==> config.mk <==
export PLATFORM = sky130hd
export DESIGN_NAME = outputStage
export DESIGN_NICKNAME = d
export VERILOG_FILES = /design/src/common/ioPkg.sv /design/src/common/meshPkg.sv /design/src/outputStage.sv
export VERILOG_INCLUDE_DIRS = /design/src /design/src/common
export SDC_FILE = /design/constraint.sdc
export NUM_CORES = 1
export LEC_CHECK = 0
export ABC_AREA = 1
export BUFFER_PORTS_ARGS = -buffer_cell sky130_fd_sc_hd__clkbuf_2
export CORE_ASPECT_RATIO = 2
export CORE_MARGIN = 2
export CORE_UTILIZATION = 42
export DETAILED_ROUTE_END_ITERATION = 8
export PLACE_DENSITY = 0.76
export SETUP_SLACK_MARGIN = 0.5
export SLEW_MARGIN = 20
export SYNTH_ARGS = -nofsm -noshare
export SYNTH_HDL_FRONTEND = slang
export SYNTH_SLANG_ARGS = --single-unit
==> constraint.sdc <==
create_clock -name validOut -period 1.1 [get_ports validOut]
set_clock_uncertainty 0.05 [all_clocks]
set_input_delay 0.165 -clock validOut [delete_from_list [all_inputs] [get_ports validOut]]
set_output_delay 0.165 -clock validOut [all_outputs]
set_load 0.05 [all_outputs]
==> src/common/drumSynth_params.svh <==
`ifndef DRUMSYNTH_PARAMS_SVH
`define DRUMSYNTH_PARAMS_SVH

// Mesh geometry
`define MESH_ROWS 5                   // Grid rows
`define MESH_COLS 5                   // Grid columns

// Fixed point, 1 sign bit plus fraction
`define FRAC_BITS 17                  // Fraction bits of displacement and coefs

// Damping per key, 17-bit fraction
`define ETA_TONE1 18'h0_0003          // Key 1, long ring
`define ETA_TONE2 18'h0_0400          // Key 2, short thud
`define ETA_TONE3 18'h0_0010          // Key 3, medium

// Tension feedback
`define RHO_0 18'h0_2000              // Base rho, 1/16
`define RHO_MAX 18'h0_8000            // Upper clamp, 1/4 keeps mesh stable
`define RHO_SHIFT 20                  // Scale of squared centre displacement

// Excitation and timing
`define STRIKE_AMP 18'h1_0000         // Centre hit, 0.5
`define MESH_STEP_DIV 4               // Clocks per mesh step
`define BLINK_STEPS 64                // Mesh steps per LED toggle

`endif

==> src/common/ioPkg.sv <==
package ioPkg;
  // Seven-segment pattern, gfedcba, segment on when low
  typedef logic [6:0] segT;

  // Audio sample for the codec path, two's complement
  typedef logic signed [15:0] sampleT;

  // Keys 1 to 3, pressed when low
  typedef logic [2:0] keyT;

  localparam segT SEG_BLANK = 7'h7F;  // All segments dark
  localparam keyT KEYS_UP = 3'b111;   // Nothing pressed
endpackage

==> src/common/meshPkg.sv <==
`include "drumSynth_params.svh"

package meshPkg;
  typedef logic signed [`FRAC_BITS:0] fixT;       // Displacement, s1.17
  typedef logic [`FRAC_BITS:0] coefT;             // rho and eta, u1.17
  typedef logic signed [`FRAC_BITS+2:0] nbrSumT;  // Sum of four neighbours
  typedef logic signed [47:0] prodT;              // Full-width product

  localparam fixT FIX_MAX = {1'b0, {`FRAC_BITS{1'b1}}};  // Just under +1
  localparam fixT FIX_MIN = {1'b1, {`FRAC_BITS{1'b0}}};  // Exactly -1
  localparam coefT COEF_ONE = coefT'(1) << `FRAC_BITS;   // 1.0 as coefficient

  // Product back to fixT, arithmetic shift then clip
  function automatic fixT satShift(input prodT p);
    prodT s;
    s = p >>> `FRAC_BITS;
    if (s > FIX_MAX) return FIX_MAX;
    if (s < FIX_MIN) return FIX_MIN;
    return s[`FRAC_BITS:0];
  endfunction
endpackage

==> src/outputStage.sv <==
`include "drumSynth_params.svh"

module outputStage import meshPkg::*, ioPkg::*; (
  input  logic   validOut,
  input  logic   arstN,
  input  coefT   eta,
  input  fixT    uMid,
  input  logic   stepDone,
  input  logic   toneHeld,
  output segT    hex0,          // eta[3:0]
  output segT    hex1,
  output segT    hex2,
  output segT    hex3,
  output segT    hex4,          // eta[17:16]
  output sampleT audioSample,
  output logic   sampleStrobe,  // audioSample just updated
  output logic   ledBlink,
  output logic   ledTone
);

  localparam int blinkW = $clog2(`BLINK_STEPS);

  logic [blinkW-1:0] blinkCnt;  // Steps since last toggle

  function automatic segT hexToSeg(input logic [3:0] n);
    case (n)
      4'h0: return 7'h40;
      4'h1: return 7'h79;
      4'h2: return 7'h24;
      4'h3: return 7'h30;
      4'h4: return 7'h19;
      4'h5: return 7'h12;
      4'h6: return 7'h02;
      4'h7: return 7'h78;
      4'h8: return 7'h00;
      4'h9: return 7'h10;
      4'hA: return 7'h08;
      4'hB: return 7'h03;       // Lower-case b
      4'hC: return 7'h46;
      4'hD: return 7'h21;       // Lower-case d
      4'hE: return 7'h06;
      default: return 7'h0E;
    endcase
  endfunction

  assign hex0 = hexToSeg(eta[3:0]);
  assign hex1 = hexToSeg(eta[7:4]);
  assign hex2 = hexToSeg(eta[11:8]);
  assign hex3 = hexToSeg(eta[15:12]);
  assign hex4 = hexToSeg({2'b00, eta[17:16]});  // Only two bits left

  always_ff @(posedge validOut or negedge arstN) begin
    if (!arstN) begin
      audioSample  <= '0;
      sampleStrobe <= 1'b0;
      blinkCnt     <= '0;
      ledBlink     <= 1'b0;
      ledTone      <= 1'b0;
    end else begin
      sampleStrobe <= stepDone;
      ledTone      <= toneHeld;
      if (stepDone) begin
        audioSample <= uMid[`FRAC_BITS -: 16];  // Top 16 bits
        blinkCnt    <= blinkCnt + 1'b1;         // Wraps at BLINK_STEPS
        if (blinkCnt == blinkW'(`BLINK_STEPS - 1)) ledBlink <= ~ledBlink;
      end
    end
  end

endmodule

==> out/results.tsv, run 1 <==
metric	value	unit
seq_area_frac_synth	31.3	%
clockBufferDepth	2	
synth_nets	308	
ioPinCount	94	
cts_sinks	25	
tool.error	[ERROR DPL-0038] Utilization greater than 100%, impossible to legalize	
die_w	52.8	um
dieHeight	102	um
place_hpwl	4900	um
ctsRootBufferMaster	clkbuf_8	
start_util	43.5	%
synth_area	0.00200	mm2
synth_seq_cells	25	
ctsResizeCount	202	
syn_area_per_cell	8.36	um2
postCtsSetupRepairBufs	3	
netlist-cell-type-count	25	
rows	35	
failed_stage	clock tree synthesis	
yosys_warnings	0	
status	aborted with a tool error	
cts_buffers	3	
io_buffers	90	
synthesis.instances	239	
htree_num_levels	1	
routabilityCongestion	0.805	
==> metrics by stage <==
step / setup WS, ns / std cells / utilization [%] / cell area (um2)
floorplan: -0.429 / 239 / - / 2600
detailed placement: -0.378 / 419 / 75.6 / 3480
global placement: -0.344 / 419 / 75.6 / 3480
==> logic make-up after synthesis <==
group,Yosys count,share of synthesized area (%)
adder cells (fa/ha/maj),29,18.2
flip-flops,25,31.3
multiplexers,17,9.58
XOR/XNOR,4,1.75
AO/OA/AOI/OAI,43,12.5
AND/OR/NAND/NOR,81,17.7
buffers and inverters,39,8.89
other,1,0.188
==> synthesized netlist by cell type <==
cell type	number	share of area [%]
nand2_1	50	9.4
conb_1	1	0.19
inv_2	2	0.38
xnor2_1	1	0.44
buf_4	5	1.9
clkbuf_2	2	0.50
a31oi_1	1	0.31
ha_1	29	18
inv_1	26	4.9
nor2_4	2	1.1
nand3_1	20	5.0
a21oi_1	13	3.3
buf_6	1	0.56
mux2_2	17	9.6
o21ai_0	16	4.0
o211ai_1	8	3.0
nand2_2	2	0.63
dfrtp_1	25	31
a22oi_1	1	0.38
nand3b_1	1	0.38
o21a_1	4	1.5
nor2_1	6	1.1
clkbuf_1	1	0.19
xor2_1	3	1.3
buf_2	2	0.50
==> inputs of run 2 (changes only) <==
--- a/config.mk
+++ b/config.mk
@@ -8,12 +8,10 @@
 export LEC_CHECK = 0
 export ABC_AREA = 1
 export BUFFER_PORTS_ARGS = -buffer_cell sky130_fd_sc_hd__clkbuf_2
-export CORE_ASPECT_RATIO = 2
 export CORE_MARGIN = 2
-export CORE_UTILIZATION = 42
+export CORE_UTILIZATION = 40
 export DETAILED_ROUTE_END_ITERATION = 8
-export PLACE_DENSITY = 0.76
-export SETUP_SLACK_MARGIN = 0.5
+export PLACE_DENSITY_LB_ADDON = 0.15
 export SLEW_MARGIN = 20
 export SYNTH_ARGS = -nofsm -noshare
 export SYNTH_HDL_FRONTEND = slang
==> constraint.sdc (replaced) <==
create_clock -name validOut -period 1.45 [get_ports validOut]
set_clock_uncertainty 0.05 [all_clocks]
set_input_delay 0.2175 -clock validOut [delete_from_list [all_inputs] [get_ports validOut]]
set_output_delay 0.2175 -clock validOut [all_outputs]
set_load 0.05 [all_outputs]
==> run 2 against run 1 <==
Effect of this change: the flow now finishes, with violations (setup timing); synthesized cell count did not move; synthesized area stayed put.
==> out/results.tsv, run 2 <==
metric	value	unit
setup.worst_path.end	hex0[0]	
io_buffers	90	
start_kind	input port	
final.setup.tns	-0.00258	ns
fin_nets	427	
hold_viol_final	0	
start_util	41.8	%
grt_pass1_vias	1901	
r2r_cells	2	
maxSlewViolCount	0	
cts_tree	done	
htree_num_levels	1	
reg2reg_to	blinkCnt[1]	
vias	2024	
ys_top_cells_by_count	nand2_1 (50), ha_1 (29), inv_1 (26), dfrtp_1 (25), nand3_1 (20)	
fp.dieArea	0.00558	mm2
cts_sinks	25	
cp.arrival	1.19	ns
place_hpwl	3550	um
dp_cells	417	
synth_edf_count	0	
multi_input_area	0.00143	mm2
ys_top_cells_by_area	dfrtp_1 (31%), ha_1 (18%), mux2_2 (9.6%), nand2_1 (9.4%), nand3_1 (5.0%)	
yosys_warnings	0	
violations	setup timing	
fmax	0.688	GHz
grt_use_total	17.4	%
netlist-cell-type-count	25	
setup.worst_path.start	eta[1]	
insertion_delay	0.26	ns
antenna_found_initial	0	
layout_common_cells	clkbuf_2 (57), nand2_1 (40), buf_4 (37)	
final_antenna_net_count	0	
power_leakage	0.00165	uW
seq_area_frac_synth	31.3	%
clkTransAtPathRegs	0.08	ns
drive_above_1_share	58.5	%
drt_iter0_drc	45	
ir_drop	0.642	mV
routedWlPerCell	11.7	um
endpoint_kind	primary output	
grt_remaining_overflow	0	
drc	0	
path_cells	clkbuf_2, inv_2, ha_2, inv_1, a21oi_2, o21ai_1, nand2_1, buf_8	
critical-path-max-stage-delay	0.19	ns
grt_max_degree	26	
nFillCells	383	
drtPass1Iterations	4	
hp-class	input port to flip-flop	
largest_registers	audioSample: 16 flops, blinkCnt: 6 flops	
dpl-instance-area	0.00285	mm2
coreArea	0.00479	mm2
path_buf_inv	4	
crit_family	buffers and inverters	
synth_seq_cells	25	
synthesis.instances	239	
cp.depth	8	
worstMarginPinSlew	0.589	ns
rsz0062_at_grt	yes	
critPathMaxFanout	4	
synth_top_area_cell	dfrtp_1	
die_w	74.7	um
wirelength	4950	um
clockBufferDepth	2	
routabilityCongestion	0.893	
vias_per_cell	4.77	
synth_flop_cell	dfrtp_1	
rows	25	
synthMostInstantiatedCell	nand2_1	
register_area	626	um2
synthToLayoutAreaGrowth	64.0	%
fin_crit	1.45	ns
maxCapViolCount	0	
synthArstFlopShare	100	%
regMostFlops	audioSample	
syn_area_per_cell	8.36	um2
powerDensity	866	mW/mm2
grt_pass1_wl	7730	um
crit_type	input port to primary output	
synth_top_cell_area_share	31.3	%
hold_slack	0.130	ns
cp_data_required_time	1.18	ns
rrSetupSlack	0.31	ns
place_ws	-0.159	ns
synth_nets	308	
ioPinCount	94	
n_antenna_cell	0	
min_period_over_period	100	%
largest_register_ffs	16	
slew_headroom	60.8	%
status	finished with violations	
synth_area	0.00200	mm2
cts_buffers	3	
final_cells	424	
mostFrequentLayoutCell	clkbuf_2	
cp_slowest_cell	a21oi_2	
postLayoutCellArea	0.00328	mm2
worst_slack	-0.00258	ns
dieHeight	74.7	um
finalSetupViolCount	1	
r2r_start	blinkCnt[0]	
ctsRootBufferMaster	clkbuf_8	
run 2: worst min path at each step:
| stage | startpoint | cells past startpoint | slack, ns | endpoint |
|---|---|---|---|---|
| final | uMid[10] | 2 | 0.13 | audioSample[8] |
| after global routing | uMid[3] | 2 | 0.12 | audioSample[1] |
| after CTS | uMid[10] | 2 | 0.12 | audioSample[8] |
| after global placement | arstN | 1 | 0.21 | audioSample[1] |
| after floorplan | arstN | 0 | -0.13 | audioSample[0] |
| after detailed placement | arstN | 1 | 0.21 | audioSample[1] |
run 2: area by class of cell:
class                   instances  share of cell area, %
well taps                      67                   2.56
repair buffers                125                   29.9
multi-input cells             175                   43.6
flip-flops and latches         25                   19.1
clock buffers                   4                   1.37
inverters                      28                   3.55
run 2: metrics by stage:
stage	power, uW	utilization [%]
3_5_place_dp	2300	59.5
3_3_place_gp	2280	59.5
4_1_cts	2810	65.0
6_report	2840	68.5
5_1_grt	3040	68.5
2_1_floorplan	1910	-
run 2: cell families (layout without fill, tap and decap cells):
logic type               after synthesis  in the layout  synth area share (%)
AO/OA/AOI/OAI                         43             43                  12.5
XOR/XNOR                               4              4                  1.75
adder cells (fa/ha/maj)               29             29                  18.2
buffers and inverters                 39            157                  8.89
flip-flops                            25             25                  31.3
multiplexers                          17             17                  9.58
other                                  1              1                 0.188
AND/OR/NAND/NOR                       81             81                  17.7
run 2: power by group:
group / internal [uW] / switching (uW)
Clock: 196 / 201
Sequential: 842 / 108
Combinational: 551 / 941
Total: 1590 / 1250
run 2: repair_timing:
item / in CTS / in global routing
gates cloned: 0 / 0
endpoints found under the hold margin: 26 / 0
setup endpoints to repair: 25 / 26
pin swaps: 2 / 17
hold buffers: 2 / 0
gates resized for setup: 51 / 73
buffers inserted: 1 / 0
run 2: routing by layer:
| layer | global-route usage, % | up-vias | part of all wire, % |
|---|---|---|---|
| li1 | - | 1018 | - |
| met1 | 21.4 | 921 | 42 |
| met2 | 31.1 | 78 | 51 |
| met3 | 2.54 | 7 | 5.9 |
| met4 | 5.75 | 0 | 1.2 |
| met5 | 0 | - | 0 |
Note: power is estimated with default switching activity, not from simulation.
