File: src/common/drumSynth_params.svh
`ifndef DRUMSYNTH_PARAMS_SVH
`define DRUMSYNTH_PARAMS_SVH

// Mesh geometry
`define MESH_ROWS 5                   // Grid rows
`define MESH_COLS 5                   // Grid columns

// Fixed point, 1 sign bit plus fraction
`define FRAC_BITS 17                  // Fraction bits of displacement and coefs

// Damping per key, 17-bit fraction
`define ETA_TONE1 18'h0_0003          // Key 1, long ring
`define ETA_TONE2 18'h0_0400          // Key 2, short thud
`define ETA_TONE3 18'h0_0010          // Key 3, medium

// Tension feedback
`define RHO_0 18'h0_2000              // Base rho, 1/16
`define RHO_MAX 18'h0_8000            // Upper clamp, 1/4 keeps mesh stable
`define RHO_SHIFT 20                  // Scale of squared centre displacement

// Excitation and timing
`define STRIKE_AMP 18'h1_0000         // Centre hit, 0.5
`define MESH_STEP_DIV 4               // Clocks per mesh step
`define BLINK_STEPS 64                // Mesh steps per LED toggle

`endif

File: src/common/ioPkg.sv
package ioPkg;
  // Seven-segment pattern, gfedcba, segment on when low
  typedef logic [6:0] segT;

  // Audio sample for the codec path, two's complement
  typedef logic signed [15:0] sampleT;

  // Keys 1 to 3, pressed when low
  typedef logic [2:0] keyT;

  localparam segT SEG_BLANK = 7'h7F;  // All segments dark
  localparam keyT KEYS_UP = 3'b111;   // Nothing pressed
endpackage

File: src/common/meshPkg.sv
`include "drumSynth_params.svh"

package meshPkg;
  typedef logic signed [`FRAC_BITS:0] fixT;       // Displacement, s1.17
  typedef logic [`FRAC_BITS:0] coefT;             // rho and eta, u1.17
  typedef logic signed [`FRAC_BITS+2:0] nbrSumT;  // Sum of four neighbours
  typedef logic signed [47:0] prodT;              // Full-width product

  localparam fixT FIX_MAX = {1'b0, {`FRAC_BITS{1'b1}}};  // Just under +1
  localparam fixT FIX_MIN = {1'b1, {`FRAC_BITS{1'b0}}};  // Exactly -1
  localparam coefT COEF_ONE = coefT'(1) << `FRAC_BITS;   // 1.0 as coefficient

  // Product back to fixT, arithmetic shift then clip
  function automatic fixT satShift(input prodT p);
    prodT s;
    s = p >>> `FRAC_BITS;
    if (s > FIX_MAX) return FIX_MAX;
    if (s < FIX_MIN) return FIX_MIN;
    return s[`FRAC_BITS:0];
  endfunction
endpackage

File: src/toneSelect.sv
`include "drumSynth_params.svh"

module toneSelect import meshPkg::*, ioPkg::*; (
  input  logic validOut,
  input  logic arstN,
  input  keyT  keyN,          // Active-low keys 1 to 3
  output coefT eta,           // Latched damping
  output logic strike,        // One clock per new press
  output logic toneHeld       // Any key down
);

  keyT prevKeyN;              // Keys one clock ago
  logic newPress;

  assign newPress = |(~keyN & prevKeyN);  // Released to pressed
  assign toneHeld = ~&keyN;

  always_ff @(posedge validOut or negedge arstN) begin
    if (!arstN) begin
      prevKeyN <= KEYS_UP;
      strike   <= 1'b0;
      eta      <= '0;
    end else begin
      prevKeyN <= keyN;
      strike   <= newPress;
      if (newPress) begin
        // Lowest-numbered key wins
        if (!keyN[0]) eta <= `ETA_TONE1;
        else if (!keyN[1]) eta <= `ETA_TONE2;
        else if (!keyN[2]) eta <= `ETA_TONE3;
      end
    end
  end

endmodule

File: config.mk
export PLATFORM = sky130hd
export DESIGN_NAME = toneSelect
export DESIGN_NICKNAME = d
export VERILOG_FILES = /design/src/common/ioPkg.sv /design/src/common/meshPkg.sv /design/src/toneSelect.sv
export VERILOG_INCLUDE_DIRS = /design/src /design/src/common
export SDC_FILE = /design/constraint.sdc
export NUM_CORES = 1
export LEC_CHECK = 0
export ABC_AREA = 1
export BUFFER_PORTS_ARGS = -buffer_cell sky130_fd_sc_hd__buf_2
export CAP_MARGIN = 20
export CORE_AREA = 3 3 40 42
export CTS_BUF_LIST = sky130_fd_sc_hd__clkbuf_16
export DETAILED_ROUTE_END_ITERATION = 7
export DIE_AREA = 0 0 43 45
export PLACE_DENSITY = 0.75
export SYNTH_ARGS = -nofsm -noshare
export SYNTH_HDL_FRONTEND = slang
export SYNTH_SLANG_ARGS = --single-unit
File: constraint.sdc
create_clock -name validOut -period 0.9 [get_ports validOut]
set_input_delay 0.09 -clock validOut [delete_from_list [all_inputs] [get_ports validOut]]
set_output_delay 0.09 -clock validOut [all_outputs]
set_load 0.02 [all_outputs]
# ---- Word-level counts from Yosys, hierarchy flattened
# Cells that the tools add are included.
# Widths: inputs -> output; s select.
dict set report op_classes {
  n_eq_ne 1
  mux 3
  bitwise_logic 2
  reduce_logical 4
}
# op count
set ops {}
lappend ops {{$mux 18} 3}
lappend ops {{$and 3x3->3} 1}
lappend ops {{$ne 3x3->1 const B} 1}
lappend ops {{$not 3->3} 1}
lappend ops {{$reduce_and 3->1} 1}
lappend ops {{$reduce_or 3->1} 1}
lappend ops {{$reduce_and 2->1} 1}
lappend ops {{$logic_not 1->1} 1}
dict set report totals {
  regBits 22
  elab_cells 13
}

# ---- Logic depth before layout (Yosys ltp)
# Gate-level depths: netlist (run 1).
dict set report logic_depth {
  depth_word 4
  ltp_mapped 5
  depth_no_buf 5
}

# ---- Least setup slack after synthesis (run 1)
# Ideal clock, no wire load.
dict set report synth_timing {
  kind {register -> register}
  from {reg prevKeyN[0]}
  to {reg eta[1]}
  setup_time_ns 0.119
  t_arrival_ns 0.707
  t_required_ns 0.781
  slack_ns 0.074
  path_stages_with_launch 4
  path_buffers 0
  cell_sequence {dfstp_2 > nand2_4 > nand4_1 > nand2_1}
}
dict set report synth_between {
  elab_chain_len 3
}
# item line
set synth_rtl {}
lappend synth_rtl {{start: declaration} toneSelect.sv:12} ;# keyT prevKeyN;
lappend synth_rtl {{start signal: assignment} toneSelect.sv:24} ;# prevKeyN <= keyN;
lappend synth_rtl {{$and 3x3->3} toneSelect.sv:15} ;# assign newPress = |(~keyN & prevKeyN);
lappend synth_rtl {{$reduce_or 3->1} toneSelect.sv:15}
lappend synth_rtl {{$reduce_and 2->1 (no line)} --}
lappend synth_rtl {{end signal: assignment} toneSelect.sv:28} ;# if (!keyN[0]) eta <= `ETA_TONE1;
lappend synth_rtl {{end signal: assignment} toneSelect.sv:29} ;# else if (!keyN[1]) eta <= `ETA_TONE2;
lappend synth_rtl {{end signal: assignment} toneSelect.sv:30} ;# else if (!keyN[2]) eta <= `ETA_TONE3;
lappend synth_rtl {{end: declaration} toneSelect.sv:7} ;# output coefT eta,
# Every way passes these cells.
# A chain may end at the register's enable or synchronous reset.

# ---- Worst setup path after layout (run 1)
dict set report layout_timing {
  from {reg prevKeyN[2]}
  to {reg eta[10]}
}
# Same word-level chain as after synthesis.

==> results of run 1 <==
state kept, by name, indices dropped and copies added (netlist names):
signal	cells
prevKeyN	3
strike	1
eta	3
power groups by stage:
stage	clock network [uW]	logic [uW]	registers, uW
global placement	0	179	364
CTS	755	194	361
global route	789	225	363
floorplan	0	160	388
detailed placement	0	181	365
finish	738	207	361
logic make-up (layout without fill, tap and decap cells):
family	count (synthesis)	after routing
AND/OR/NAND/NOR	16	16
buffers and inverters	19	23
other	1	14
flip-flops	7	7
routing by layer:
metal  GRT usage  share of wire
met4      0.0361              0
met1      0.0714           0.38
met5           0              0
met3      0.0637           0.14
met2       0.120           0.47
cell usage in the layout, fill, tap and decap left out:
master	count
buf_2	8
nand2_1	8
dlygate4sd3_1	4
dfstp_2	3
dfrtp_1	4
nand4_1	3
clkbuf_16	3
buf_4	3
conb_1	14
nand3_4	1
inv_1	3
nand2_4	3
inv_2	2
nor2_1	1
through the flow:
step                      setup TNS (ps)   util  hold WS (ps)  worst slack, ps  std cells
after floorplan                        0      -          -206             74.1         56
after global placement                 0  0.326         -71.2             50.6         66
after detailed placement               0  0.326         -68.7             25.4         66
after CTS                              0  0.419           163             18.0         74
after global routing              -0.546  0.428           203           -0.546         75
final                                  0  0.428           163             38.8         75
worst reg2reg max path, delay by kind of cell (launching register included):
kind          cells  cell delay (ps)
flops             1              530
simple gates      3              210
what timing repair did:
action	in CTS	in global routing
setup endpoints to repair	0	5
buffers inserted	0	1
resized for setup	0	2
hold buffers	4	0
hold endpoints to repair	10	0
cell type report:
class | count | share of cell area
Clock inverter | 1 | 0.00682
Clock buffer | 3 | 0.136
Sequential cell | 7 | 0.325
Multi-Input combinational cell | 30 | 0.284
Timing Repair Buffer | 15 | 0.186
Tap cell | 15 | 0.0341
Inverter | 4 | 0.0273
worst max path at each step:
stage                startpoint  endpoint  slack, ps
global placement    prevKeyN[0]   eta[10]         50
CTS                 prevKeyN[0]   eta[10]         20
finish              prevKeyN[2]   eta[10]         40
floorplan           prevKeyN[0]    eta[1]         70
detailed placement  prevKeyN[0]   eta[10]         30
global route        prevKeyN[2]   eta[10]       -0.5
==> metrics.txt, run 1 <==
peak supply drop 1.01 mV; Final Setup Violations 0; Seq/Total Area, Yosys 0.432; Pwr Total 1310 uW; share of the synthesized area in the top cell type 0.272; Die W 43 um; Final HPWL DP 491 um; first-pass GRT wire length 993 um; Clock Sinks 7; die area 1940 um2; Die Y 45 um; WP data required 1010 ps; pin count of the biggest net entering global routing 8; RSZ-0062 raised after global routing true; FF/Latch Area 179 um2; worst hold-check path type input pin to register; critical path depth in cells 3; area grow syn2layout 32.9%; top cell type by total area after synthesis buf_4; CTS Buf Count 3; R2R Path End eta[10]; layout cells sized above 1 0.383; Critical Path AT 970 ps; Worst setup SP type register; Ys Warns 0; crit-path max FO 4; Port-buffer cells 10; mux contribution to synthesized area 0; Worst Hold Depth 4; FF+latch count, synth 7; WS Path Type register to register; antenna viol nets, final 0; most frequent cell after synthesis buf_4; Total Routed Length 635 um; Async S/R FF share, synth 1.00; DRC viols 0; Final Instance Area 551 um2; Initial Util 0.322; Max Clk Rate 1.16 GHz; # fillers 134; Final Skew 0.970 ps; top post-synthesis cells by count buf_4, nand2_1, dfrtp_1; clock slew at reported path FFs 40 ps; vias in the first global route 239; Internal 991 uW; H-tree Lvls 1; Clk pwr share 0.565; ys flop type dfrtp_1; Cell Area, Placed 419 um2; FF-to-FF Start prevKeyN[2]; Via-to-Cell Ratio 3.68; diode count 0; # IOs 25; Multi-input gate area 156 um2; logic gate share of total power 0.159; Avg Inst Size Synth 9.63 um2; Simple-Gate Fraction of Synth Area 0.251; worst-path cell chain nand2_4 > nand4_1 > nand2_1; Initial DRC Count 2; Synth Area in XOR/XNOR 0; hold path endpoint eta[1]; largest family of logic cells by synthesized area buffers and inverters; count of cell types in the netlist 11; drt wl/cell 8.47 um; Placer Congestion 0.726; min Tclk post-route 861 ps; clock insertion delay at the later pin of the skew report 230 ps; CTS tree built; critical path's largest stage delay 530 ps; sw frac 0.240; Min-Delay Startpoint keyN[0]; Crit-path slowest cell dfstp_2; antenna violations before repair 0; Top delay family on crit path flip-flops; Synth Area in Adders 0; CTS root buf clkbuf_16; Final Hold Violating Endpoints 0; EDFF count, synth 0; nets@finish 66; clock buffer depth 2; Cells after Synth 43; status finished, final reports clean; core area 1280 um2; MaxCap Viol Count 0; leakage power 0.000312 uW; dominant cells by area after synthesis buf_4, dfrtp_1, dfstp_2; Buf/Inv on CP 0; Flop pwr share 0.276; Rows 13; total iterations of the first detailed-routing run 2; Final Max Slew Viols 0; Worst R2R Setup Slack 40 ps; Cell Pwr Density 2370 nW/um2; Final Cycle Share 0.957; Psw 314 uW; Reg2Reg Depth 3; Compound-Gate Fraction of Synth Area 0; via count 276; Mapped Area 414 um2; Total GRT Usage 0.0763; CP endpoint kind register; Remaining Overflow, GRT 0
(Power assumes the default switching activity.)
==> run 2: changes to the inputs <==
--- a/config.mk
+++ b/config.mk
@@ -17,3 +17,4 @@
 export SYNTH_ARGS = -nofsm -noshare
 export SYNTH_HDL_FRONTEND = slang
 export SYNTH_SLANG_ARGS = --single-unit
+export TNS_END_PERCENT = 100
==> constraint.sdc (replaced) <==
create_clock -name validOut -period 0.9 [get_ports validOut]
set_input_delay 0.09 -clock validOut [delete_from_list [all_inputs] [get_ports validOut]]
set_output_delay 0.09 -clock validOut [all_outputs]
set_load 0.01 [all_outputs]
==> metrics.txt, run 2 (same netlist as run 1, synthesis figures left out) <==
Worst Setup SP prevKeyN[2] (unchanged); Top delay family on crit path flip-flops (unchanged); Final Hold Violating Endpoints 0 (unchanged); Port-buffer cells 10 (unchanged); CTS tree built (unchanged); Buf/Inv on CP 0 (unchanged); Clock Sinks 7 (unchanged); Final Skew 0.988 ps (was 0.970 ps); Final Cycle Share 0.957 (about the same); crit-path max FO 4 (unchanged); Placer Congestion 0.726 (unchanged); CTS Buf Count 3 (unchanged); Final WS setup 38.8 ps (about the same); pre-CTS setup slack 25.4 ps (unchanged); RSZ-0062 raised after global routing true (unchanged); antenna violations before repair 0 (unchanged); postcts setup bufs 0 (unchanged); Total Routed Length 626 um (was 635 um); Total GRT Usage 0.0763 (unchanged); Critical Path AT 970 ps (about the same); diode count 0 (unchanged); antenna viol nets, final 0 (unchanged); clock slew at reported path FFs 40 ps (about the same); largest registers eta (3), prevKeyN (3), strike (1) (unchanged); # fillers 136 (was 134); critical path's largest stage delay 530 ps (about the same); FF-to-FF Start prevKeyN[2] (unchanged); H-tree Lvls 1 (unchanged); Pwr Total 1250 uW (was 1310 uW); nets@finish 65 (was 66); worst-path cell chain nand2_4 > nand4_1 > nand2_1 (unchanged); most common cell after layout, fill and taps aside conb_1 (unchanged); DRC viols 0 (unchanged); Remaining Overflow, GRT 0 (unchanged); Min-Delay Startpoint keyN[0] (unchanged); Initial DRC Count 7 (was 2); Final HPWL DP 491 um (unchanged); drt wl/cell 8.46 um (was 8.47 um); via count 275 (was 276); Rows 13 (unchanged); clock buffer depth 2 (unchanged); Final Max Slew Viols 0 (unchanged); total iterations of the first detailed-routing run 2 (unchanged); peak supply drop 0.992 mV (was 1.01 mV); WL met3 93 um (was 92 um); Max Clk Rate 1.16 GHz (about the same); Via-to-Cell Ratio 3.72 (was 3.68); layout cells sized above 1 0.373 (was 0.383); core area 1280 um2 (unchanged); final non-filler cell total 74 (was 75); die area 1940 um2 (unchanged); MaxCap Viol Count 0 (unchanged); vias in the first global route 239 (unchanged); post-cts resize count 0 (unchanged); first-pass GRT wire length 993 um (unchanged); Final Setup Violations 0 (unchanged); Die W 43 um (unchanged); commonest cells after routing, fill and taps aside conb_1, buf_2, nand2_1 (was conb_1, nand2_1, buf_2); clock insertion delay at the later pin of the skew report 230 ps (about the same); Final Core Density 0.419 (was 0.428); leakage power 0.000306 uW (was 0.000312 uW); min Tclk post-route 861 ps (about the same); # IOs 25 (unchanged); placed cell count 66 (unchanged); worst hold-check path type input pin to register (unchanged); pin count of the biggest net entering global routing 8 (unchanged); Worst setup SP type register (unchanged); met2 wire len 299 um (was 300 um); status finished, final reports clean (unchanged); top layer in use met3 (unchanged); Setup TNS 0 ps (unchanged); CP endpoint kind register (unchanged); CTS root buf clkbuf_16 (unchanged); Die Y 45 um (unchanged); Crit-path slowest cell dfstp_2 (unchanged); area grow syn2layout 29.9% (was 32.9%); Initial Util 0.322 (unchanged); WP data required 1010 ps (about the same); Cell Pwr Density 2310 nW/um2 (was 2370 nW/um2); WL met1 232 um (was 241 um); WS Path Type register to register (unchanged)
## run 2: cell count changes in the layout (fill, tap and decap cells not counted), sizes merged
cell  previous run  this run
buf             11        10
## run 2: worst register-to-register path: cells and delay by family, from the launching register on
| family | cells | cell delay (ps) |
|---|---|---|
| and+or+nand+nor | 3 | 210 |
| DFF | 1 | 530 |
## run 2: per-stage QoR
stage / instance area [um2] / hold WS, ps
CTS: 538 / 163
global route: 538 / 203
finish: 538 / 163
detailed placement: 419 / -68.7
floorplan: 463 / -206
global placement: 419 / -71.2
## run 2: where the power goes
group / internal [uW] / switching, uW
combinational: 54.8 / 92.7
sequential: 347 / 13.7
clock: 577 / 160
total: 979 / 267
## run 2: layout make-up
| class | count | area, um2 | share of cell area |
|---|---|---|---|
| clock buffer | 3 | 75.1 | 0.140 |
| sequential | 7 | 179 | 0.333 |
| clock inverter | 1 | 3.75 | 0.00698 |
| timing repair buffer | 14 | 90.1 | 0.167 |
| multi-input combinational | 30 | 156 | 0.291 |
| inverter | 4 | 15.0 | 0.0279 |
| tap | 15 | 18.8 | 0.0349 |
## run 2: final timing paths
kind                       slack, ps           to  cells past startpoint
max                               40      eta[10]                      3
max in group asynchronous        440  prevKeyN[0]                      2
max reg2reg                       40      eta[10]                      3
min                              160       eta[1]                      4
min in group asynchronous        230       eta[4]                      2
min reg2reg                      520       eta[4]                      2
## run 2: what timing repair did
item | 4_1_cts | 5_1_grt
endpoints found under the setup margin | 0 | 3
endpoints found under the hold margin | 10 | 0
hold buffers | 4 | 0
## run 2: metal layers
| layer | vias to the layer above | GRT usage |
|---|---|---|
| li1 | 136 | - |
| met4 | 0 | 0.0361 |
| met5 | - | 0 |
| met1 | 122 | 0.0714 |
| met3 | 0 | 0.0637 |
| met2 | 17 | 0.120 |
