File: src/common/drumSynth_params.svh
`ifndef DRUMSYNTH_PARAMS_SVH
`define DRUMSYNTH_PARAMS_SVH

// Mesh geometry
`define MESH_ROWS 5                   // Grid rows
`define MESH_COLS 5                   // Grid columns

// Fixed point, 1 sign bit plus fraction
`define FRAC_BITS 17                  // Fraction bits of displacement and coefs

// Damping per key, 17-bit fraction
`define ETA_TONE1 18'h0_0003          // Key 1, long ring
`define ETA_TONE2 18'h0_0400          // Key 2, short thud
`define ETA_TONE3 18'h0_0010          // Key 3, medium

// Tension feedback
`define RHO_0 18'h0_2000              // Base rho, 1/16
`define RHO_MAX 18'h0_8000            // Upper clamp, 1/4 keeps mesh stable
`define RHO_SHIFT 20                  // Scale of squared centre displacement

// Excitation and timing
`define STRIKE_AMP 18'h1_0000         // Centre hit, 0.5
`define MESH_STEP_DIV 4               // Clocks per mesh step
`define BLINK_STEPS 64                // Mesh steps per LED toggle

`endif

File: src/common/meshPkg.sv
`include "drumSynth_params.svh"

package meshPkg;
  typedef logic signed [`FRAC_BITS:0] fixT;       // Displacement, s1.17
  typedef logic [`FRAC_BITS:0] coefT;             // rho and eta, u1.17
  typedef logic signed [`FRAC_BITS+2:0] nbrSumT;  // Sum of four neighbours
  typedef logic signed [47:0] prodT;              // Full-width product

  localparam fixT FIX_MAX = {1'b0, {`FRAC_BITS{1'b1}}};  // Just under +1
  localparam fixT FIX_MIN = {1'b1, {`FRAC_BITS{1'b0}}};  // Exactly -1
  localparam coefT COEF_ONE = coefT'(1) << `FRAC_BITS;   // 1.0 as coefficient

  // Product back to fixT, arithmetic shift then clip
  function automatic fixT satShift(input prodT p);
    prodT s;
    s = p >>> `FRAC_BITS;
    if (s > FIX_MAX) return FIX_MAX;
    if (s < FIX_MIN) return FIX_MIN;
    return s[`FRAC_BITS:0];
  endfunction
endpackage

File: src/rhoEffective.sv
`include "drumSynth_params.svh"

module rhoEffective import meshPkg::*; (
  input  logic validOut,
  input  logic arstN,
  input  logic tensionEn,     // Switch, feedback on
  input  fixT  uMid,
  input  logic stepDone,
  output coefT rhoEff         // Used by the following step
);

  logic signed [2*$bits(fixT)-1:0] sq;    // uMid squared, never negative
  logic [$bits(coefT)+1:0] rhoSum;        // Headroom for the add
  coefT rhoNext;

  assign sq = uMid * uMid;
  assign rhoSum = ($bits(rhoSum))'(sq >>> `RHO_SHIFT) + ($bits(rhoSum))'(`RHO_0);

  always_comb begin
    if (!tensionEn) begin
      rhoNext = `RHO_0;                   // Plain membrane
    end else if (rhoSum > ($bits(rhoSum))'(`RHO_MAX)) begin
      rhoNext = `RHO_MAX;                 // Keep update stable
    end else begin
      rhoNext = rhoSum[$bits(coefT)-1:0];
    end
  end

  always_ff @(posedge validOut or negedge arstN) begin
    if (!arstN) begin
      rhoEff <= `RHO_0;
    end else if (stepDone) begin
      rhoEff <= rhoNext;                  // Once per mesh step
    end
  end

endmodule

File: config.mk
export PLATFORM = sky130hd
export DESIGN_NAME = rhoEffective
export DESIGN_NICKNAME = d
export VERILOG_FILES = /design/src/common/meshPkg.sv /design/src/rhoEffective.sv
export VERILOG_INCLUDE_DIRS = /design/src /design/src/common
export SDC_FILE = /design/constraint.sdc
export NUM_CORES = 1
export LEC_CHECK = 0
export BUFFER_PORTS_ARGS = -buffer_cell sky130_fd_sc_hd__buf_4
export CORE_ASPECT_RATIO = 1.4
export CORE_MARGIN = 4
export CORE_UTILIZATION = 30
export CTS_CLUSTER_DIAMETER = 50
export DETAILED_ROUTE_END_ITERATION = 8
export PLACE_DENSITY = 0.46
export SLEW_MARGIN = 20
export SYNTH_ARGS = -nofsm -noshare
export SYNTH_HDL_FRONTEND = slang
export SYNTH_SLANG_ARGS = --single-unit
File: constraint.sdc
create_clock -name validOut -period 0.8 [get_ports validOut]
set_input_delay 0.16 -clock validOut [delete_from_list [all_inputs] [get_ports validOut]]
set_output_delay 0.16 -clock validOut [all_outputs]
set_load 0.03 [all_outputs]
* Word-level counts from Yosys, hierarchy flattened
Cells that the tools add are included.
Word-level totals: register bits 18, input bits 22, output and inout bits 18, word-level logic and storage cells 6
Cells by class: add/sub/neg operators 1, multipliers 1, $lt $le $gt $ge 1, mux-type cells 2
Operators with widths (count):
- $mul 18x18->36 | 1
- $mux 18 | 2
- $gt 20x16->1 const B | 1
- $add 16x15->17 const B | 1

* Longest topological paths before layout
Gate-level depths: netlist of run 1.
word-level depth 5, depth in mapped cells 30, depth with buffers taken out 27

* Worst setup path after synthesis of run 1
OpenSTA, ideal clock, no wires.
kind in2reg, start input port uMid[17], end register rhoEff[3], library setup time 0.075 ns, arrival time 6.887 ns, data required time 0.725 ns, slack -6.162 ns, stages 27, buffers on the path 3, path through clkbuf_1 > inv_1 > buf_1 > nor2_1 > fa_1 > inv_1 > fa_1 > inv_1 > ha_1 > inv_1 > fa_1 > inv_1 > fa_1 > inv_1 > fa_1 > inv_1 > ha_1 > a21oi_1 > o22a_1 > a21boi_0 > or4b_2 > o221a_2 > ha_1 > xor2_1 > a211o_1 > buf_6 > o2bb2ai_4
On the way: cells in the longest elaborated chain, start to end 5
RTL lines:
- from (decl) | RTL line rhoEffective.sv:7 | input fixT uMid,
- $mul 18x18->36 * | RTL line rhoEffective.sv:16 | assign sq = uMid * uMid;
- $add 16x15->17 * | RTL line rhoEffective.sv:17 | assign rhoSum = ($bits(rhoSum))'(sq >>> `RHO_SHIFT) + ($bits(rhoSum))'(`RHO_0);
- $gt 20x16->1 | RTL line rhoEffective.sv:22 | end else if (rhoSum > ($bits(rhoSum))'(`RHO_MAX)) begin
- $mux 18 * | RTL line rhoEffective.sv:22
- $mux 18 * | RTL line rhoEffective.sv:20 | if (!tensionEn) begin
- to (signal assigned) | RTL line rhoEffective.sv:31 | rhoEff <= `RHO_0;
- to (signal assigned) | RTL line rhoEffective.sv:33 | rhoEff <= rhoNext;
- to (decl) | RTL line rhoEffective.sv:9 | output coefT rhoEff
Every way passes the cells marked *; elsewhere a longest branch is shown, timed or not. A chain may end at the register's enable or synchronous reset.

* Worst setup path in the final report of run 1
start input port uMid[17], end register rhoEff[10]
Same word-level chain as after synthesis.

==> impl_metrics.ini, run 1 <==
[cells_and_area]
fin_cells = 2129
largest_registers = rhoEff: 17 flops
syn2layout_area_growth_pct = 39.0
layout.nets = 2031
diodes = 0
largest-register = rhoEff
layout-drive-gt1-share = 0.333
largest_reg_flops = 17

[critical_path]
cp-start-kind = input port
r2r_setup_slack_ps = -80
required_ps = 970
cp_max_fo = 7
path_class = input port to flip-flop
arrival_ps = 6240
rr_worst_depth = 3
timing.rr.end = rhoEff[10]
critPathCaptureType = flip-flop
reg2reg_from = rhoEff[10]

[drt]
firstDrtPassIters = 5
wl_per_cell_um = 15.3
drtIter0Drc = 268
antenna_left = 0
vias = 9283
vias_per_cell = 4.36
drc_errors = 0
finalWirelength_um = 32500

[synthesis]
yosysUniqueCellTypes = 69
synth_seq_cells = 17
synth_compound_area_frac = 0.0830
synth_common_cells = inv_1 (394), fa_1 (293), nand2_1 (125), ha_1 (108), nor2_1 (54)
yosysTopAreaCell = fa_1
synth-warning-count = 0
synth_edf_count = 0
syn_avg_cell_area_um2 = 9.20
yosys.area_share.simple = 0.105
synth_most_common_cell = inv_1
synth_fa_ha_area_frac = 0.612
async_flop_share = 1.00
synth_top_cell_area_share = 0.498
syn-cell-area_um2 = 11800
synth_top_family_by_area = adder cells
synth_nets = 1704
muxShareOfSynthArea = 0.000955
postSynthCellCount = 1281
synthXorXnorAreaFrac = 0.0244
seq_area_frac_synth = 0.0362
synth_area_leaders = fa_1 (50%), inv_1 (13%), ha_1 (11%)
synth-main-ff-cell = dfrtp_1

[timing]
fin_skew_ps = 0
final_hold_viol_count = 0
fmax_ghz = 0.165
layout_worst_path_cycle_share = 7.58
rsz0062_at_grt = true
finalWorstSetupSlack_ps = -5260
final.min_clock_period_ps = 6060
slew_viol_final = 0
worstMarginPinSlew_ps = 636
slew_headroom = 0.573
setup_viol = 34

[clock_tree]
clk_latency_ps = 250
cts_tree = built
cts_buffers = 3
h-tree-depth = 1
cts_max_path_buffers = 2
root_buffer = clkbuf_16
path_clk_slew_ps = 50
cts_sinks = 17

[floorplan]
die_y_um = 243
initial_core_util = 0.305
row_count = 85
core_um2 = 38600
die_w_um = 176
dieArea_um2 = 42600
io_pins = 40

[run_status]
run_status = finished with violations
violations = negative setup slack

[global_route]
grt_pass1_vias = 10886
antenna_found_initial = 0
grt_pass1_wl_um = 54700
grt_max_degree = 18
grt_remaining_overflow = 0
grtUsageTotal = 0.161

[placement]
numPlacedInstances = 2073
portBuffers = 39
routabilityCongestion = 0.834
hpwlAfterDp_um = 29100

[min_path]
hold-path-endpoint = rhoEff[16]
hold_start = stepDone
hp-class = input port to flip-flop
hold_depth = 3

[flow_run]
drv_cap = 0
-- through the flow --
| step | TNS [ps] | cell area (um2) | setup slack (ps) | hold WS [ps] | util |
|---|---|---|---|---|---|
| 2_1_floorplan | -83740 | 12300 | -5310 | -136 | - |
| 3_3_place_gp | -90150 | 15000 | -5700 | 35.7 | 0.387 |
| 3_5_place_dp | -90220 | 15000 | -5710 | 39.3 | 0.387 |
| 4_1_cts | -85390 | 16000 | -5240 | 185 | 0.414 |
| 5_1_grt | -89160 | 16400 | -5470 | 200 | 0.424 |
| 6_report | -85470 | 16400 | -5260 | 184 | 0.424 |
-- worst max-delay path, cell delays in order --
cell and delay, ps:
bufbuf_16 240, nand2_2 70, fa_1 490, fa_2 630, clkinv_4 120, buf_4 150
fa_1 400, fa_1 520, fa_1 560, fa_1 450, ha_4 260, a21oi_2 180
o22a_1 190, a21boi_2 80, or4b_4 510, o221a_4 250, ha_4 180, xor2_4 190
a211o_1 300, buf_12 170, o2bb2ai_4 140
-- kinds of logic (layout without fill, tap and decap cells) --
kind of cell | count (synthesis) | in the layout
AO/OA/AOI/OAI | 130 | 130
multiplexers | 1 | 1
XOR/XNOR | 32 | 32
adder cells (fa/ha/maj) | 401 | 401
AND/OR/NAND/NOR | 270 | 270
buffers and inverters | 430 | 756
flip-flops | 17 | 17
-- what timing repair did --
action / 4_1_cts / 5_1_grt
endpoints found under the hold margin: 16 / 0
endpoints found under the setup margin: 34 / 34
cloned: 2 / 1
resized for setup: 167 / 61
buffers inserted: 34 / 15
pin swaps: 64 / 30
hold buffers: 1 / 0
-- layout by cell type, fill, tap and decap left out, types with 7 or more instances in the layout --
cell type	count
ha_1	86
o211ai_1	7
dfrtp_1	15
xnor2_1	19
nand2_1	95
inv_1	357
nand2_4	9
o21ai_1	9
buf_12	19
and2_4	8
nand2_2	22
buf_8	7
fa_1	282
a21oi_2	8
ha_4	19
nand4_1	10
o2bb2ai_4	7
fa_2	11
inv_2	26
and2_1	34
a21oi_1	23
buf_4	290
xor2_1	10
nor2_1	42
o21ai_0	10
buf_6	37
nand3_1	11
-- worst max path at each step --
stage             start         end  depth (start not counted)
6_report       uMid[17]  rhoEff[10]                         21
5_1_grt        uMid[17]  rhoEff[10]                         25
4_1_cts        uMid[16]   rhoEff[9]                         26
3_5_place_dp    uMid[2]   rhoEff[5]                         25
3_3_place_gp    uMid[2]   rhoEff[5]                         25
2_1_floorplan  uMid[17]   rhoEff[3]                         26
-- routing by layer --
| layer | global-route usage | wire length, um | up-vias |
|---|---|---|---|
| met4 | 0.0317 | 890 | 0 |
| met1 | 0.166 | 11300 | 4714 |
| met5 | 0 | 0 | - |
| met2 | 0.349 | 20000 | 75 |
| li1 | - | - | 4452 |
| met3 | 0.00531 | 307 | 42 |
-- cell type report --
type,instances,area (um2)
Fill cell,3865,22200
Multi-Input combinational cell,834,10500
Timing Repair Buffer,358,3200
Inverter,394,1520
Tap cell,522,653
Sequential cell,17,428
Clock buffer,3,75.1
Clock inverter,1,5.00
Power of run 1 is left out: the tool's default activity adds up to more than one toggle a clock period on the data nets, which glitch-free logic cannot reach.
==> inputs of run 2 (changes only) <==
--- a/config.mk
+++ b/config.mk
@@ -12,7 +12,9 @@
 export CORE_UTILIZATION = 30
 export CTS_CLUSTER_DIAMETER = 50
 export DETAILED_ROUTE_END_ITERATION = 8
+export HOLD_SLACK_MARGIN = 0.06
 export PLACE_DENSITY = 0.46
+export SETUP_SLACK_MARGIN = 0.3
 export SLEW_MARGIN = 20
 export SYNTH_ARGS = -nofsm -noshare
 export SYNTH_HDL_FRONTEND = slang
==> impl_metrics.ini, run 2 (same netlist as run 1, synthesis figures left out) <==
[run_status]
run_status = finished with violations
violations = negative hold slack, negative setup slack

[global_route]
grt_max_degree = 18
grt_util_met1 = 0.171
grtUsageTotal = 0.164
grt_remaining_overflow = 0
grt_pass1_wl_um = 55600
grt_pass1_vias = 10978
grtUsageMet2 = 0.353
antenna_found_initial = 0
gr-max-usage-layer = met2
grt.met3_usage = 0.00468

[clock_tree]
h-tree-depth = 1
cts_max_path_buffers = 2
cts_buffers = 3
cts_tree = built
clk_latency_ps = 240
root_buffer = clkbuf_16
path_clk_slew_ps = 50
cts_sinks = 17

[timing]
fmax_ghz = 0.164
worstMarginPinSlew_ps = 594
holdWs_ps = -224
setup_viol = 34
finalWorstSetupSlack_ps = -5310
slew_viol_final = 0
layout_worst_path_cycle_share = 7.64
final_hold_viol_count = 16
fin_skew_ps = 0
final.min_clock_period_ps = 6110
slew_headroom = 0.601
rsz0062_at_grt = true

[floorplan]
io_pins = 40
core_um2 = 38600
dieArea_um2 = 42600
row_count = 85
initial_core_util = 0.305
die_y_um = 243
die_w_um = 176

[min_path]
hp-class = input port to async pin

[placement]
portBuffers = 39
numPlacedInstances = 2069
hpwlAfterDp_um = 29400
routabilityCongestion = 0.841
dpl-instance-area_um2 = 14900
dp_worst_setup_slack_ps = -5770

[drt]
vias_per_cell = 4.38
finalWirelength_um = 33300
drtIter0Drc = 257
antenna_left = 0
vias = 9267
drc_errors = 0
wl_per_cell_um = 15.7
firstDrtPassIters = 6

[cells_and_area]
layout-drive-gt1-share = 0.317
largest_reg_flops = 17
fin_cells = 2116
layout.nets = 2018
diodes = 0
syn2layout_area_growth_pct = 36.5
largest_registers = rhoEff: 17 flops
mostFrequentLayoutCells = inv_1 (364), buf_4 (284), fa_1 (283)
final_common_cell = inv_1
final_area_um2 = 16100
largest-register = rhoEff

[critical_path]
critPathCaptureType = flip-flop
cp-start-kind = input port
arrival_ps = 6290
reg2reg_from = rhoEff[11]
path_class = input port to flip-flop
cp_max_fo = 4
crit_start = uMid[16]
required_ps = 980
rr_worst_depth = 2

[flow_run]
drv_cap = 0
run 2: path summary, 6_finish.rpt:
check	slack, ps	endpoint
setup / recovery	-5310	rhoEff[5]
setup reg to reg	-80	rhoEff[11]
max in group asynchronous	770	rhoEff[13]
min in group validOut	190	rhoEff[16]
hold / removal	-220	rhoEff[4]
hold reg to reg	530	rhoEff[15]
run 2: stage by stage:
step / setup TNS [ps] / util
after floorplan: -83760 / -
after global placement: -90630 / 0.387
after detailed placement: -90970 / 0.387
after CTS: -85660 / 0.406
after global routing: -89900 / 0.417
final: -86380 / 0.417
run 2: layout make-up:
type                    instances  area, um2
fillers                      3898      22500
multi-input cells             834      10400
repair buffers                345       3040
inverters                     394       1510
well taps                     522        653
flip-flops and latches         17        434
clock buffers                   4       78.8
run 2: timing repair:
item,4_1_cts,5_1_grt
gates cloned,1,3
pin swaps,38,24
endpoints found under the hold margin,17,17
endpoints found under the setup margin,35,35
buffers inserted,26,13
resized for setup,112,54
run 2: worst max-delay path, stage by stage:
cell	delay, ps
buf_12	90
buf_12	100
and2_4	130
inv_2	30
fa_1	490
inv_1	50
fa_1	490
inv_1	50
fa_1	480
fa_1	540
inv_2	40
fa_1	550
inv_1	60
fa_1	500
inv_2	50
ha_4	260
nand4_1	120
nor2_2	210
a41oi_2	130
and3_4	210
a2111o_1	370
a22oi_2	230
ha_4	250
inv_2	40
o211a_1	140
nand4_1	100
o31ai_2	250
a22o_1	140
run 2: routing by layer:
layer	routed length, um	up-vias
met2	20400	101
met1	11500	4694
li1	-	4433
met4	837	0
met5	0	-
met3	486	39
Power of run 2 is left out for the same reason.
==> inputs of run 3 (changes only) <==
--- a/config.mk
+++ b/config.mk
@@ -10,12 +10,13 @@
 export CORE_ASPECT_RATIO = 1.4
 export CORE_MARGIN = 4
 export CORE_UTILIZATION = 30
+export CTS_BUF_LIST = sky130_fd_sc_hd__clkbuf_4
 export CTS_CLUSTER_DIAMETER = 50
 export DETAILED_ROUTE_END_ITERATION = 8
 export HOLD_SLACK_MARGIN = 0.06
 export PLACE_DENSITY = 0.46
 export SETUP_SLACK_MARGIN = 0.3
-export SLEW_MARGIN = 20
+export SLEW_MARGIN = 40
 export SYNTH_ARGS = -nofsm -noshare
 export SYNTH_HDL_FRONTEND = slang
 export SYNTH_SLANG_ARGS = --single-unit
==> impl_metrics.ini, run 3 (same netlist as run 1, synthesis figures left out) <==
[flow_run]
drv_cap = 0

[clock_tree]
cts_buffers = 3
path_clk_slew_ps = 100
cts_max_path_buffers = 2
clk_latency_ps = 280
cts_sinks = 17
cts_tree = built
h-tree-depth = 1
root_buffer = clkbuf_4

[floorplan]
core_um2 = 38600
dieArea_um2 = 42600
die_w_um = 176
io_pins = 40
row_count = 85
initial_core_util = 0.305
die_y_um = 243

[global_route]
grt_max_degree = 18
grt_pass1_wl_um = 55300
grt_remaining_overflow = 0
grtUsageTotal = 0.163
antenna_found_initial = 0
grt_pass1_vias = 10910

[cells_and_area]
final_common_cell = inv_1
largest_reg_flops = 17
mostFrequentLayoutCells = inv_1 (367), buf_4 (288), fa_1 (283)
largest_registers = rhoEff: 17 flops
layout.nets = 2018
largest-register = rhoEff
layout-drive-gt1-share = 0.312
fillCellCount = 3906
fin_cells = 2117
syn2layout_area_growth_pct = 35.4

[placement]
numPlacedInstances = 2069
dp_worst_setup_slack_ps = -5770
portBuffers = 39
routabilityCongestion = 0.841
hpwlAfterDp_um = 29400

[critical_path]
required_ps = 1030
arrival_ps = 6290
critPathMaxStageDelay_ps = 530
cpMostUsedCell = fa_1
cp_max_fo = 7
cp-start-kind = input port
critical_path_buf_inv_count = 8
crit_path_top_delay_cell = fa_1
path_class = input port to flip-flop
crit_family = adder cells
critPathCaptureType = flip-flop

[drt]
drc_errors = 0
finalWirelength_um = 33200
vias = 9218
wl_per_cell_um = 15.7
vias_per_cell = 4.35
firstDrtPassIters = 5
drtIter0Drc = 255
antenna_left = 0

[timing]
fin_skew_ps = 0
slew_headroom = 0.593
fmax_ghz = 0.165
setup_viol = 34
layout_worst_path_cycle_share = 7.58
final.min_clock_period_ps = 6070
slew_viol_final = 0
worstMarginPinSlew_ps = 606
rsz0062_at_grt = true
finalWorstSetupSlack_ps = -5270
holdWs_ps = -276
final_hold_viol_count = 17

[run_status]
violations = negative hold slack, negative setup slack
run_status = finished with violations

[min_path]
hp-class = input port to async pin
==> run 3: timing repair <==
action / CTS / global route
gates resized for setup: 88 / 66
gates cloned: 2 / 1
pin swaps: 15 / 41
setup endpoints to repair: 35 / 35
endpoints found under the hold margin: 17 / 17
setup buffers: 23 / 17
==> run 3: worst reg2reg max path: stages (launching register included) <==
cell,delay [ps]
dfrtp_2,430
buf_4,140
a22o_1,210
==> run 3: final cells by class <==
cell class	count	area, um2	area share
Antenna cell	1	2.50	0.000157
Clock buffer	4	30.0	0.00188
Multi-Input combinational cell	834	10300	0.648
Inverter	394	1510	0.0945
Timing Repair Buffer	345	2990	0.187
Tap cell	522	653	0.0409
Sequential cell	17	434	0.0272
==> run 3: final timing paths <==
check                            from          to  slack [ps]  cells after the start
hold / removal                  arstN   rhoEff[4]        -280                      1
setup / recovery              uMid[8]   rhoEff[5]       -5270                     27
max in group asynchronous       arstN  rhoEff[13]         820                      1
min in group validOut        stepDone  rhoEff[16]         140                      3
setup reg to reg           rhoEff[14]  rhoEff[14]         -80                      2
hold reg to reg            rhoEff[15]  rhoEff[15]         540                      2
==> run 3: stage by stage <==
step           instance area, um2  setup TNS [ps]  utilization
6_report                    16000          -86830        0.413
5_1_grt                     16000          -90220        0.413
4_1_cts                     15600          -86970        0.403
3_5_place_dp                14900          -90970        0.387
3_3_place_gp                14900          -90630        0.387
2_1_floorplan               12300          -83760            -
==> run 3: layer usage <==
layer,track usage,vias up,share of wire
li1,-,4426,-
met1,0.171,4676,0.35
met2,0.353,82,0.61
met3,0.00406,34,0.012
met4,0.0275,0,0.023
met5,0,-,0
Power of run 3 is left out for the same reason.
